### config.mk
export PLATFORM = sky130hd
export DESIGN_NAME = llink_top
export DESIGN_NICKNAME = d
export VERILOG_FILES = /design/src/rtl/cfg_pkg.sv /design/src/rtl/link_pkg.sv /design/src/rtl/llink_top.sv /design/src/rtl/llink_phy_concat.sv /design/src/rtl/llink_stream_pack.sv /design/src/rtl/llink_auto_sync.sv /design/src/rtl/llink_cfg_regs.sv
export SDC_FILE = /design/constraint.sdc
export NUM_CORES = 1
export LEC_CHECK = 0
export BUFFER_PORTS_ARGS = -buffer_cell sky130_fd_sc_hd__buf_2
export CAP_MARGIN = 25
export CORE_ASPECT_RATIO = 1.2
export CORE_MARGIN = 10
export CORE_UTILIZATION = 55
export DETAILED_ROUTE_END_ITERATION = 12
export PLACE_DENSITY = 0.82
export SETUP_SLACK_MARGIN = 0.4
export SLEW_MARGIN = 40
export SYNTH_ARGS = -nofsm -noshare
export SYNTH_HDL_FRONTEND = slang
export SYNTH_SLANG_ARGS = --single-unit
export TNS_END_PERCENT = 100
### constraint.sdc
create_clock -name clk_wr -period 6.85 [get_ports clk_wr]
set_input_delay 0.685 -clock clk_wr [delete_from_list [all_inputs] [get_ports clk_wr]]
set_output_delay 0.685 -clock clk_wr [all_outputs]
set_load 0.005 [all_outputs]
### src/rtl/cfg_pkg.sv
/*
  Wishbone bus types, register map and status layout for the
  logic link configuration block.
*/
package cfg_pkg;

  localparam logic [15:0] RESET_DELAY = 16'd4;

  typedef struct packed {
    logic        cyc;
    logic        stb;
    logic        we;
    logic [2:0]  adr;
    logic [15:0] dat;
  } wb_req_t;

  typedef struct packed {
    logic        ack;
    logic [15:0] dat;
  } wb_rsp_t;

  typedef enum logic [2:0] {
    REG_DELAY_X  = 3'd0,
    REG_DELAY_Y  = 3'd1,
    REG_DELAY_Z  = 3'd2,
    REG_USERBITS = 3'd3,
    REG_STATUS   = 3'd4
  } reg_addr_e;

  typedef struct packed {
    logic [15:0] delay_x;
    logic [15:0] delay_y;
    logic [15:0] delay_z;
    logic [1:0]  mrk_userbit;
    logic        stb_enable;
  } sync_cfg_t;

  // REG_USERBITS data word
  typedef struct packed {
    logic [12:0] rsvd;
    logic        stb_enable;
    logic [1:0]  mrk_userbit;
  } userbits_t;

  // REG_STATUS data word
  typedef struct packed {
    logic [5:0] rsvd;
    logic       tx_online_delay;
    logic       rx_online_delay;
    logic [7:0] align_err_count;
  } status_t;

endpackage

### src/rtl/link_pkg.sv
/*
  Stream, link-word and PHY channel-word types for the logic link.
  Shared by the pack, concat and top level blocks and by the testbench.
*/
package link_pkg;

  ////////////////////
  // Channel geometry

  localparam int NUM_CHAN       = 4;
  localparam int CHAN_W         = 24;
  // Strobe and two marker bits ride on top of the payload
  localparam int CHAN_PAYLOAD_W = CHAN_W - 3;
  localparam int LINK_W         = NUM_CHAN * CHAN_PAYLOAD_W;

  ////////////////////
  // Stream and link words

  // Same layout upstream and downstream, 83 bits
  typedef struct packed {
    logic [3:0]  state;
    logic [3:0]  protid;
    logic [63:0] data;
    logic        dvalid;
    logic [7:0]  crc;
    logic        crc_valid;
    logic        valid;
  } stream_t;

  // One stream word plus a pad bit fills the link exactly
  typedef struct packed {
    stream_t strm;
    logic    pad;
  } link_word_t;

  typedef struct packed {
    logic [CHAN_PAYLOAD_W-1:0] payload;
    logic                      strobe;
    logic [1:0]                marker;
  } chan_word_t;

endpackage
### src/rtl/llink_top.sv
/*
  Logic link top level. Connects the register block, auto sync,
  stream pack and PHY concat blocks between the stream and the PHY channels.
*/
`timescale 1ns/1ns

module llink_top (
  input  logic                                          clk_wr,
  input  logic                                          reset,
  input  logic                                          tx_online,
  input  logic                                          rx_online,
  input  link_pkg::stream_t                             dstrm,
  output link_pkg::stream_t                             ustrm,
  output link_pkg::chan_word_t [link_pkg::NUM_CHAN-1:0] tx_phy,
  input  link_pkg::chan_word_t [link_pkg::NUM_CHAN-1:0] rx_phy,
  input  cfg_pkg::wb_req_t                              wb_req,
  output cfg_pkg::wb_rsp_t                              wb_rsp
);
  import link_pkg::*;
  import cfg_pkg::*;

  sync_cfg_t  sync_cfg;
  link_word_t tx_link;
  link_word_t rx_link;
  logic       tx_online_delay;
  logic       rx_online_delay;
  logic       stb_bit;
  logic [1:0] mrk_bits;
  logic       align_err;

  ////////////////////
  // Control

  llink_cfg_regs llink_cfg_regs_i (
    .clk_wr          (clk_wr),
    .reset           (reset),
    .wb_req          (wb_req),
    .wb_rsp          (wb_rsp),
    .sync_cfg        (sync_cfg),
    .tx_online_delay (tx_online_delay),
    .rx_online_delay (rx_online_delay),
    .align_err       (align_err)
  );

  llink_auto_sync llink_auto_sync_i (
    .clk_wr          (clk_wr),
    .reset           (reset),
    .tx_online       (tx_online),
    .rx_online       (rx_online),
    .sync_cfg        (sync_cfg),
    .tx_online_delay (tx_online_delay),
    .rx_online_delay (rx_online_delay),
    .stb_bit         (stb_bit),
    .mrk_bits        (mrk_bits)
  );

  ////////////////////
  // Datapath

  llink_stream_pack llink_stream_pack_i (
    .clk_wr          (clk_wr),
    .reset           (reset),
    .dstrm           (dstrm),
    .ustrm           (ustrm),
    .tx_link         (tx_link),
    .rx_link         (rx_link),
    .rx_online_delay (rx_online_delay)
  );

  llink_phy_concat llink_phy_concat_i (
    .clk_wr          (clk_wr),
    .reset           (reset),
    .tx_link         (tx_link),
    .rx_link         (rx_link),
    .tx_phy          (tx_phy),
    .rx_phy          (rx_phy),
    .tx_online_delay (tx_online_delay),
    .stb_bit         (stb_bit),
    .mrk_bits        (mrk_bits),
    .align_err       (align_err)
  );

endmodule

### src/rtl/llink_phy_concat.sv
/*
  Splits link words across the PHY channels with strobe and marker bits,
  and rebuilds received link words while checking channel alignment.
*/
`timescale 1ns/1ns

module llink_phy_concat (
  input  logic                                          clk_wr,
  input  logic                                          reset,
  input  link_pkg::link_word_t                          tx_link,
  output link_pkg::link_word_t                          rx_link,
  output link_pkg::chan_word_t [link_pkg::NUM_CHAN-1:0] tx_phy,
  input  link_pkg::chan_word_t [link_pkg::NUM_CHAN-1:0] rx_phy,
  input  logic                                          tx_online_delay,
  input  logic                                          stb_bit,
  input  logic [1:0]                                    mrk_bits,
  output logic                                          align_err
);
  import link_pkg::*;

  logic [LINK_W-1:0] tx_flat;
  logic [LINK_W-1:0] rx_flat;
  logic              mismatch;

  assign tx_flat = tx_link;

  ////////////////////
  // Transmit

  // Channel 0 carries the low payload bits
  always_ff @(posedge clk_wr) begin
    if (reset) begin
      tx_phy <= '0;
    end else begin
      for (int ch = 0; ch < NUM_CHAN; ch++) begin
        if (tx_online_delay) begin
          tx_phy[ch].payload <= tx_flat[ch*CHAN_PAYLOAD_W +: CHAN_PAYLOAD_W];
          tx_phy[ch].strobe  <= stb_bit;
          tx_phy[ch].marker  <= mrk_bits;
        end else begin
          tx_phy[ch] <= '0;
        end
      end
    end
  end

  ////////////////////
  // Receive

  always_comb begin
    rx_flat  = '0;
    mismatch = 1'b0;
    for (int ch = 0; ch < NUM_CHAN; ch++) begin
      rx_flat[ch*CHAN_PAYLOAD_W +: CHAN_PAYLOAD_W] = rx_phy[ch].payload;
      // All channels must agree with channel 0
      if (rx_phy[ch].strobe != rx_phy[0].strobe) begin
        mismatch = 1'b1;
      end
      if (rx_phy[ch].marker != rx_phy[0].marker) begin
        mismatch = 1'b1;
      end
    end
  end

  always_ff @(posedge clk_wr) begin
    rx_link <= link_word_t'(rx_flat);
  end

  always_ff @(posedge clk_wr) begin
    if (reset) begin
      align_err <= 1'b0;
    end else begin
      align_err <= mismatch;
    end
  end

endmodule

### src/rtl/llink_stream_pack.sv
/*
  Registers the downstream stream into a link word, and the received
  link word back into the upstream stream, masking valids while offline.
*/
`timescale 1ns/1ns

module llink_stream_pack (
  input  logic                 clk_wr,
  input  logic                 reset,
  input  link_pkg::stream_t    dstrm,
  output link_pkg::stream_t    ustrm,
  output link_pkg::link_word_t tx_link,
  input  link_pkg::link_word_t rx_link,
  input  logic                 rx_online_delay
);

  ////////////////////
  // Downstream

  always_ff @(posedge clk_wr) begin
    tx_link.strm <= dstrm;
    tx_link.pad  <= 1'b0;
  end

  ////////////////////
  // Upstream

  always_ff @(posedge clk_wr) begin
    if (reset) begin
      ustrm <= '0;
    end else begin
      ustrm <= rx_link.strm;
      // Nothing is valid until the receive side is online
      if (!rx_online_delay) begin
        ustrm.valid     <= 1'b0;
        ustrm.dvalid    <= 1'b0;
        ustrm.crc_valid <= 1'b0;
      end
    end
  end

  dvalid_needs_valid: assert property (@(posedge clk_wr) disable iff (reset)
    ustrm.dvalid |-> ustrm.valid)
    else $error("ustrm dvalid without valid");

endmodule

### src/rtl/llink_auto_sync.sv
/*
  Delays the TX and RX online levels by the configured edge counts and
  generates the persistent strobe and marker user bits for the PHY words.
*/
`timescale 1ns/1ns

module llink_auto_sync (
  input  logic               clk_wr,
  input  logic               reset,
  input  logic               tx_online,
  input  logic               rx_online,
  input  cfg_pkg::sync_cfg_t sync_cfg,
  output logic               tx_online_delay,
  output logic               rx_online_delay,
  output logic               stb_bit,
  output logic [1:0]         mrk_bits
);

  typedef enum logic [1:0] {
    SYNC_IDLE,
    SYNC_TX_WAIT,
    SYNC_RX_WAIT,
    SYNC_ONLINE
  } sync_state_e;

  sync_state_e state;
  logic [15:0] cnt;
  logic [15:0] cnt_inc;
  logic [15:0] per_cnt;
  logic [15:0] stb_reload;

  assign cnt_inc = cnt + 16'd1;

  ////////////////////
  // Online sequencing

  always_ff @(posedge clk_wr) begin
    if (reset) begin
      state <= SYNC_IDLE;
      cnt   <= '0;
    end else begin
      case (state)
        // Count consecutive tx_online edges from a zero count in idle
        SYNC_IDLE, SYNC_TX_WAIT: begin
          if (!tx_online) begin
            state <= SYNC_IDLE;
            cnt   <= '0;
          end else if (cnt_inc >= sync_cfg.delay_x) begin
            state <= SYNC_RX_WAIT;
            cnt   <= '0;
          end else begin
            state <= SYNC_TX_WAIT;
            cnt   <= cnt_inc;
          end
        end
        SYNC_RX_WAIT: begin
          if (!tx_online) begin
            state <= SYNC_IDLE;
            cnt   <= '0;
          end else if (!rx_online) begin
            cnt <= '0;
          end else if (cnt_inc >= sync_cfg.delay_y) begin
            state <= SYNC_ONLINE;
            cnt   <= '0;
          end else begin
            cnt <= cnt_inc;
          end
        end
        default: begin
          if (!tx_online) begin
            state <= SYNC_IDLE;
          end else if (!rx_online) begin
            state <= SYNC_RX_WAIT;
          end
        end
      endcase
    end
  end

  assign tx_online_delay = (state == SYNC_RX_WAIT) || (state == SYNC_ONLINE);
  assign rx_online_delay = (state == SYNC_ONLINE);

  ////////////////////
  // Persistent strobe

  // A delay_z of 0 or 1 strobes every cycle
  assign stb_reload = (sync_cfg.delay_z > 16'd1) ? sync_cfg.delay_z - 16'd1 : '0;

  always_ff @(posedge clk_wr) begin
    if (reset) begin
      per_cnt <= '0;
    end else if (!tx_online_delay) begin
      per_cnt <= '0;
    end else if (per_cnt == '0) begin
      per_cnt <= stb_reload;
    end else begin
      per_cnt <= per_cnt - 16'd1;
    end
  end

  assign stb_bit  = tx_online_delay && sync_cfg.stb_enable && (per_cnt == '0);
  assign mrk_bits = tx_online_delay ? sync_cfg.mrk_userbit : 2'b00;

  rx_after_tx: assert property (@(posedge clk_wr) disable iff (reset)
    $rose(rx_online_delay) |-> $past(tx_online_delay))
    else $error("rx_online_delay rose without tx_online_delay");

endmodule

### src/rtl/llink_cfg_regs.sv
/*
  Wishbone classic slave for the logic link.
  Holds the sync delays and user bits and reports online and alignment status.
*/
`timescale 1ns/1ns

module llink_cfg_regs (
  input  logic               clk_wr,
  input  logic               reset,
  input  cfg_pkg::wb_req_t   wb_req,
  output cfg_pkg::wb_rsp_t   wb_rsp,
  output cfg_pkg::sync_cfg_t sync_cfg,
  input  logic               tx_online_delay,
  input  logic               rx_online_delay,
  input  logic               align_err
);
  import cfg_pkg::*;

  reg_addr_e   addr;
  userbits_t   wr_bits;
  status_t     status;
  logic        req_fire;
  logic        ack_q;
  logic [15:0] rd_data;
  logic [15:0] rd_q;
  logic [7:0]  err_count;

  assign addr    = reg_addr_e'(wb_req.adr);
  assign wr_bits = userbits_t'(wb_req.dat);

  // Sample a new access only while not acking the last one
  assign req_fire = wb_req.cyc && wb_req.stb && !ack_q;

  always_comb begin
    status                 = '0;
    status.tx_online_delay = tx_online_delay;
    status.rx_online_delay = rx_online_delay;
    status.align_err_count = err_count;
  end

  ////////////////////
  // Read mux

  always_comb begin
    case (addr)
      REG_DELAY_X:  rd_data = sync_cfg.delay_x;
      REG_DELAY_Y:  rd_data = sync_cfg.delay_y;
      REG_DELAY_Z:  rd_data = sync_cfg.delay_z;
      REG_USERBITS: rd_data = {13'd0, sync_cfg.stb_enable, sync_cfg.mrk_userbit};
      REG_STATUS:   rd_data = status;
      default:      rd_data = '0;
    endcase
  end

  ////////////////////
  // Config registers

  always_ff @(posedge clk_wr) begin
    if (reset) begin
      sync_cfg.delay_x     <= RESET_DELAY;
      sync_cfg.delay_y     <= RESET_DELAY;
      sync_cfg.delay_z     <= RESET_DELAY;
      sync_cfg.mrk_userbit <= 2'b00;
      sync_cfg.stb_enable  <= 1'b0;
    end else if (req_fire && wb_req.we) begin
      case (addr)
        REG_DELAY_X: sync_cfg.delay_x <= wb_req.dat;
        REG_DELAY_Y: sync_cfg.delay_y <= wb_req.dat;
        REG_DELAY_Z: sync_cfg.delay_z <= wb_req.dat;
        REG_USERBITS: begin
          sync_cfg.mrk_userbit <= wr_bits.mrk_userbit;
          sync_cfg.stb_enable  <= wr_bits.stb_enable;
        end
        // Status is read only
        default: ;
      endcase
    end
  end

  always_ff @(posedge clk_wr) begin
    if (reset) begin
      ack_q <= 1'b0;
    end else begin
      ack_q <= req_fire;
    end
  end

  always_ff @(posedge clk_wr) begin
    if (req_fire) begin
      rd_q <= rd_data;
    end
  end

  // Saturating alignment error count
  always_ff @(posedge clk_wr) begin
    if (reset) begin
      err_count <= '0;
    end else if (align_err && err_count != 8'hff) begin
      err_count <= err_count + 8'd1;
    end
  end

  assign wb_rsp.ack = ack_q;
  assign wb_rsp.dat = rd_q;

  ack_single_cycle: assert property (@(posedge clk_wr) disable iff (reset)
    wb_rsp.ack |=> !wb_rsp.ack)
    else $error("wishbone ack held for two cycles");

endmodule

* Word level (Yosys, flattened, before mapping)
Cells that the tools add are included.
** Cells by class
- Bitwise gates (word level) :: 2
- Muxes and demuxes :: 23
- Equality and inequality tests :: 17
- Order comparisons :: 3
- $add $sub $neg :: 4
- Reductions and logical operators :: 20
** Operators with widths (count)
- $mux 16 :: 7
- $pmux 16 s5 :: 1
- $ge 16x16->1 :: 2
- $pmux 16 s2 :: 1
- $sub 16x1->16 const B :: 2
- $add 16x1->16 const B :: 1
- $gt 16x1->1 const B :: 1
- $logic_not 16->1 :: 1
- $mux 2 :: 7
- $add 8x1->8 const B :: 1
- $ne 8x8->1 const B :: 1
- $reduce_and 2->1 :: 4
- $eq 3x2->1 const B :: 2
- $logic_and 1x1->1 :: 6
- $mux 1 :: 6
- $ne 2x2->1 :: 3
- $reduce_or 2->1 :: 3
- $eq 2x2->1 const B :: 2
- $ne 4x2->1 const B :: 1
- $pmux 2 s2 :: 1
- $eq 3x1->1 const B :: 1
- $eq 3x3->1 const B :: 1
- $logic_not 3->1 :: 1
- $ne 1x1->1 :: 3
- other kinds (9) :: 10
** Storage, ports and cells
- Word-level logic and storage cells :: 109
- Flip-flop bits (word level) :: 447

* Depth between registers and ports, before layout
- Depth in word-level cells :: 7
- Mapped depth :: 13

* Cells and area by module
From an unflattened synthesis, not the netlist that was laid out.
** Second synthesis, totals
- Cell total of the unflattened synthesis :: 1252
- Area, all modules :: 14556.5 um2
** By module, submodules not included
- llink_phy_concat :: area an instance 4151.5 um2, sequential area each 3443.3 um2, instances 1, cells an instance 286
- llink_stream_pack :: area an instance 3956.3 um2, sequential area each 3323.2 um2, instances 1, cells an instance 260
- llink_cfg_regs :: area an instance 3515.9 um2, sequential area each 1681.6 um2, instances 1, cells an instance 326
- llink_auto_sync :: area an instance 2932.8 um2, sequential area each 680.7 um2, instances 1, cells an instance 380

* Worst setup path after synthesis
No wires, ideal clock.
- Path type :: register -> register
- Start point :: register llink_auto_sync_i.cnt[4]
- End point :: register llink_auto_sync_i.cnt[4]
- Path slack :: 3.970 ns
- Stages on the path, launching flop included :: 14
- Required time :: 6.790 ns
- Library setup time :: 0.060 ns
- Period minus slack after synthesis :: 2.880 ns
- Arrival :: 2.821 ns
- Path through :: dfxtp_1 nand4_1 nor4_1 and3_1 nand2b_1 nand2_1 ha_1 nand4_1 nor2_1 nor4_1 nand4b_1 nand2_1 buf_2 a22o_1
** Between the ends
- Word-level cells in the longest chain between the ends :: 6
** Ends and longest elaborated chain
- start, declared :: line llink_auto_sync.sv:27 : logic [15:0] cnt;
- start signal, assigned :: line llink_auto_sync.sv:53 : cnt <= cnt_inc;
- start signal, assigned :: line llink_auto_sync.sv:66 : cnt <= cnt_inc;
- $add 16x1->16 (*) :: line llink_auto_sync.sv:32 : assign cnt_inc = cnt + 16'd1;
- $ge 16x16->1 :: line llink_auto_sync.sv:62 : end else if (cnt_inc >= sync_cfg.delay_y) begin
- $mux 16 :: line llink_auto_sync.sv:62
- $mux 16 :: line llink_auto_sync.sv:60 : end else if (!rx_online) begin
- $mux 16 :: line llink_auto_sync.sv:57 : if (!tx_online) begin
- $pmux 16 s2 (*) :: line llink_auto_sync.sv:42 : case (state)
Mark *: on every way between the ends. The rest lies on a longest branch, timed or not.
A chain may end at the register's enable or synchronous reset.

* Worst setup path after layout
- Start point :: register llink_auto_sync_i.cnt[4]
- End point :: register llink_auto_sync_i.cnt[0]
Same word-level chain as after synthesis.

==> impl_metrics.ini <==
[run_status]
status = finished clean

[layout]
nNetsFinal = 1872
drive_gt1_frac = 0.287
area_growth_syn_to_layout_pct = 24.4

[placement]
portBuffers = 398
place_congestion = 0.874
dp_hpwl_mm = 26.9

[clocking]
cts_resized = 0
clockRootBuffer = clkbuf_16
cts_made_buffers = 40
cts.sinks = 446
max-clock-path-buffers = 3
path_clk_slew_ns = 0.07
cts_setup_buffers = 0
htree_levels = 2
cts_tree = done
insertion_delay_ns = 0.52
cts_hold_buffers = 0

[sta]
rsz0062_at_grt = no
drv_slew = 0
final.setup_skew_ns = 0.0114
fmaxAchievable_ghz = 0.276
whs_ns = 0.256
setup_viol = 0
worst_pin_slew_ns = 0.817
tns_ns = 0
post-route-min-period_ns = 3.63
relSlewSlack = 0.456
fin_crit_sh = 0.529
hold_viol = 0

[detailed_routing]
dr.pass1.iters = 5
wl_mm = 36.9
wl_per_cell_um = 18.6
vias_per_cell = 4.94
ant_nets = 0
vias = 9813
drtIter0Drc = 498
drc_errors = 0

[setup_path]
r2r_start = llink_auto_sync_i.cnt[4]
cp-start-kind = register
slowest_stage = nor4_1
rr_worst_depth = 11
worstPathCellList = nand4_1 > nor4_1 > nand4_1 > xnor2_1 > ha_1 > nand4_1 > nor2_1 > nor4_1 > nand4b_1 > nand2_1 > mux2_2
crit_path_frequent_cell = nand4_1
cp_max_fo = 15
path_class = register to register
cp.arrival_ns = 4.09
timing.rr.end = llink_auto_sync_i.cnt[0]
end_kind = register
r2r_slack_ns = 3.22
cp_slowest_stage_delay_ns = 0.54
critPathRequiredTime_ns = 7.31

[synth]
async_flop_share = 0
synth_common_cells = dfxtp_1 (430), nand2_1 (97), nor2_1 (89), and2_1 (88), nor2b_1 (87)
synth_most_common_cell = dfxtp_1
synth_top_area_cell = dfxtp_1
yosysWarnings = 0
syn_avg_cell_area_um2 = 11.2
yosys.cell_types.count = 53
ys_seq_elements = 446
syn_inst = 1247
netlist_top_cells_area = dfxtp_1 (61%), and2_1 (3.9%), nor2b_1 (3.9%), mux2i_1 (3.8%), edfxtp_1 (3.4%)
synth_ff_type = dfxtp_1
synth-edff-count = 16
synth_top_area_frac = 0.614
syn_nets = 1490
ys_seq_area_frac = 0.648
synth_area_um2 = 14000

[global_routing]
gr-total-overflow = 0
grt_start_max_net_pins = 90
grt_use_total = 0.216
grt_pass1_vias = 10192
antenna_found_initial = 5
grt_pass1_wl_mm = 56.5

[min_path]
min_from = rx_phy[93]
holdPathEnd = llink_phy_concat_i.rx_link[81]
worstHoldPathCells = 1
hold_class = input port to register

[die]
die-area_um2 = 32300
die_w_um = 166
io-pin-count = 401
die_height_um = 195
std_cell_rows = 63
core_um2 = 24900
start_util = 0.563

[power]
powerDensity_nw_per_um2 = 289
peakVddDrop_mv = 0.252
p_leak_nw = 8.11

[run]
maxCapViolCount = 0
==> critical path: cells and delay by family (launching register included) <==
family | cells | cell delay [ns]
xor gates and xnor gates | 1 | 0.36
muxes | 1 | 0.25
and+or+nand+nor | 8 | 2.22
DFF | 1 | 0.43
adders and majority gates | 1 | 0.32
==> power by group <==
group	internal, mW	switching [mW]
Clock	1.21	0.925
Sequential	2.70	0.0251
Combinational	0.0920	0.0983
Total	3.99	1.05
==> placed cells by master, fill, tap and decap left out, types with 21 or more instances in the layout <==
master | synthesis | layout
a21oi_1 | 58 | 58
and2_1 | 88 | 88
buf_2 | 4 | 397
clkbuf_16 | 0 | 40
dfxtp_1 | 430 | 430
ha_1 | 38 | 38
inv_1 | 40 | 40
mux2i_1 | 53 | 53
nand2_1 | 97 | 96
nor2_1 | 89 | 88
nor2b_1 | 87 | 86
o21ai_0 | 21 | 21
xnor2_1 | 21 | 21
==> sequential cells by signal, indices dropped and copies added, names as in the netlist <==
| signal | flops |
|---|---|
| llink_auto_sync_i.cnt | 16 |
| llink_cfg_regs_i.err_count | 8 |
| llink_phy_concat_i.align_err | 1 |
| llink_stream_pack_i.ustrm | 83 |
| llink_auto_sync_i.per_cnt | 16 |
| llink_phy_concat_i.tx_phy | 86 |
| llink_cfg_regs_i.rd_q | 16 |
| llink_auto_sync_i.state | 2 |
| llink_cfg_regs_i.sync_cfg | 51 |
| llink_cfg_regs_i.ack_q | 1 |
| llink_phy_concat_i.rx_link | 83 |
| llink_stream_pack_i.tx_link | 83 |
==> through the flow <==
step                      setup slack [ns]  total power [mW]  utilization  cell area, um2  cells
after global routing                  2.77              5.21        0.700           17400   1985
after detailed placement              3.26              2.97        0.649           16200   1912
final                                 3.22              5.04        0.700           17400   1986
after floorplan                       3.97              2.85            -           14000   1247
after global placement                3.38              2.95        0.649           16200   1912
after CTS                             3.23              5.08        0.700           17400   1982
==> worst max path at each step <==
stage	from	to	slack, ns	cells past startpoint
floorplan	llink_auto_sync_i.cnt[4]	llink_auto_sync_i.cnt[4]	3.97	13
global placement	llink_auto_sync_i.cnt[4]	llink_auto_sync_i.cnt[0]	3.38	11
detailed placement	llink_auto_sync_i.cnt[4]	llink_auto_sync_i.cnt[0]	3.26	11
CTS	llink_auto_sync_i.cnt[4]	llink_auto_sync_i.cnt[0]	3.23	11
global route	llink_auto_sync_i.cnt[4]	llink_auto_sync_i.cnt[0]	2.77	11
finish	llink_auto_sync_i.cnt[4]	llink_auto_sync_i.cnt[0]	3.22	11
==> final cells by class <==
cell class / instances / area [um2]
clock buffers: 57 / 1140
diodes: 4 / 10.0
repair buffers: 400 / 2010
multi-input cells: 701 / 4520
well taps: 325 / 407
clock inverters: 13 / 113
inverters: 40 / 150
flip-flops and latches: 446 / 9090
fillers: 1778 / 7460
==> logic make-up (layout without fill, tap and decap cells) <==
| family | Yosys count | count (layout) | synth area share |
|---|---|---|---|
| mux | 54 | 54 | 0.0386 |
| xor+xnor | 41 | 41 | 0.0256 |
| simple gates | 454 | 454 | 0.173 |
| other cells | 1 | 5 | 0.000267 |
| fa+ha+maj | 38 | 38 | 0.0339 |
| buf+inv | 100 | 510 | 0.0309 |
| compound gates | 113 | 113 | 0.0501 |
| flops | 446 | 446 | 0.648 |
==> per-layer routing <==
metal / routed length, um / track usage / share of wire
met1: 13800 / 0.225 / 0.37
met2: 19700 / 0.402 / 0.53
met3: 2560 / 0.0670 / 0.069
met4: 813 / 0.0724 / 0.022
met5: 13 / 0 / 0.00035
(Power assumes the default switching activity.)
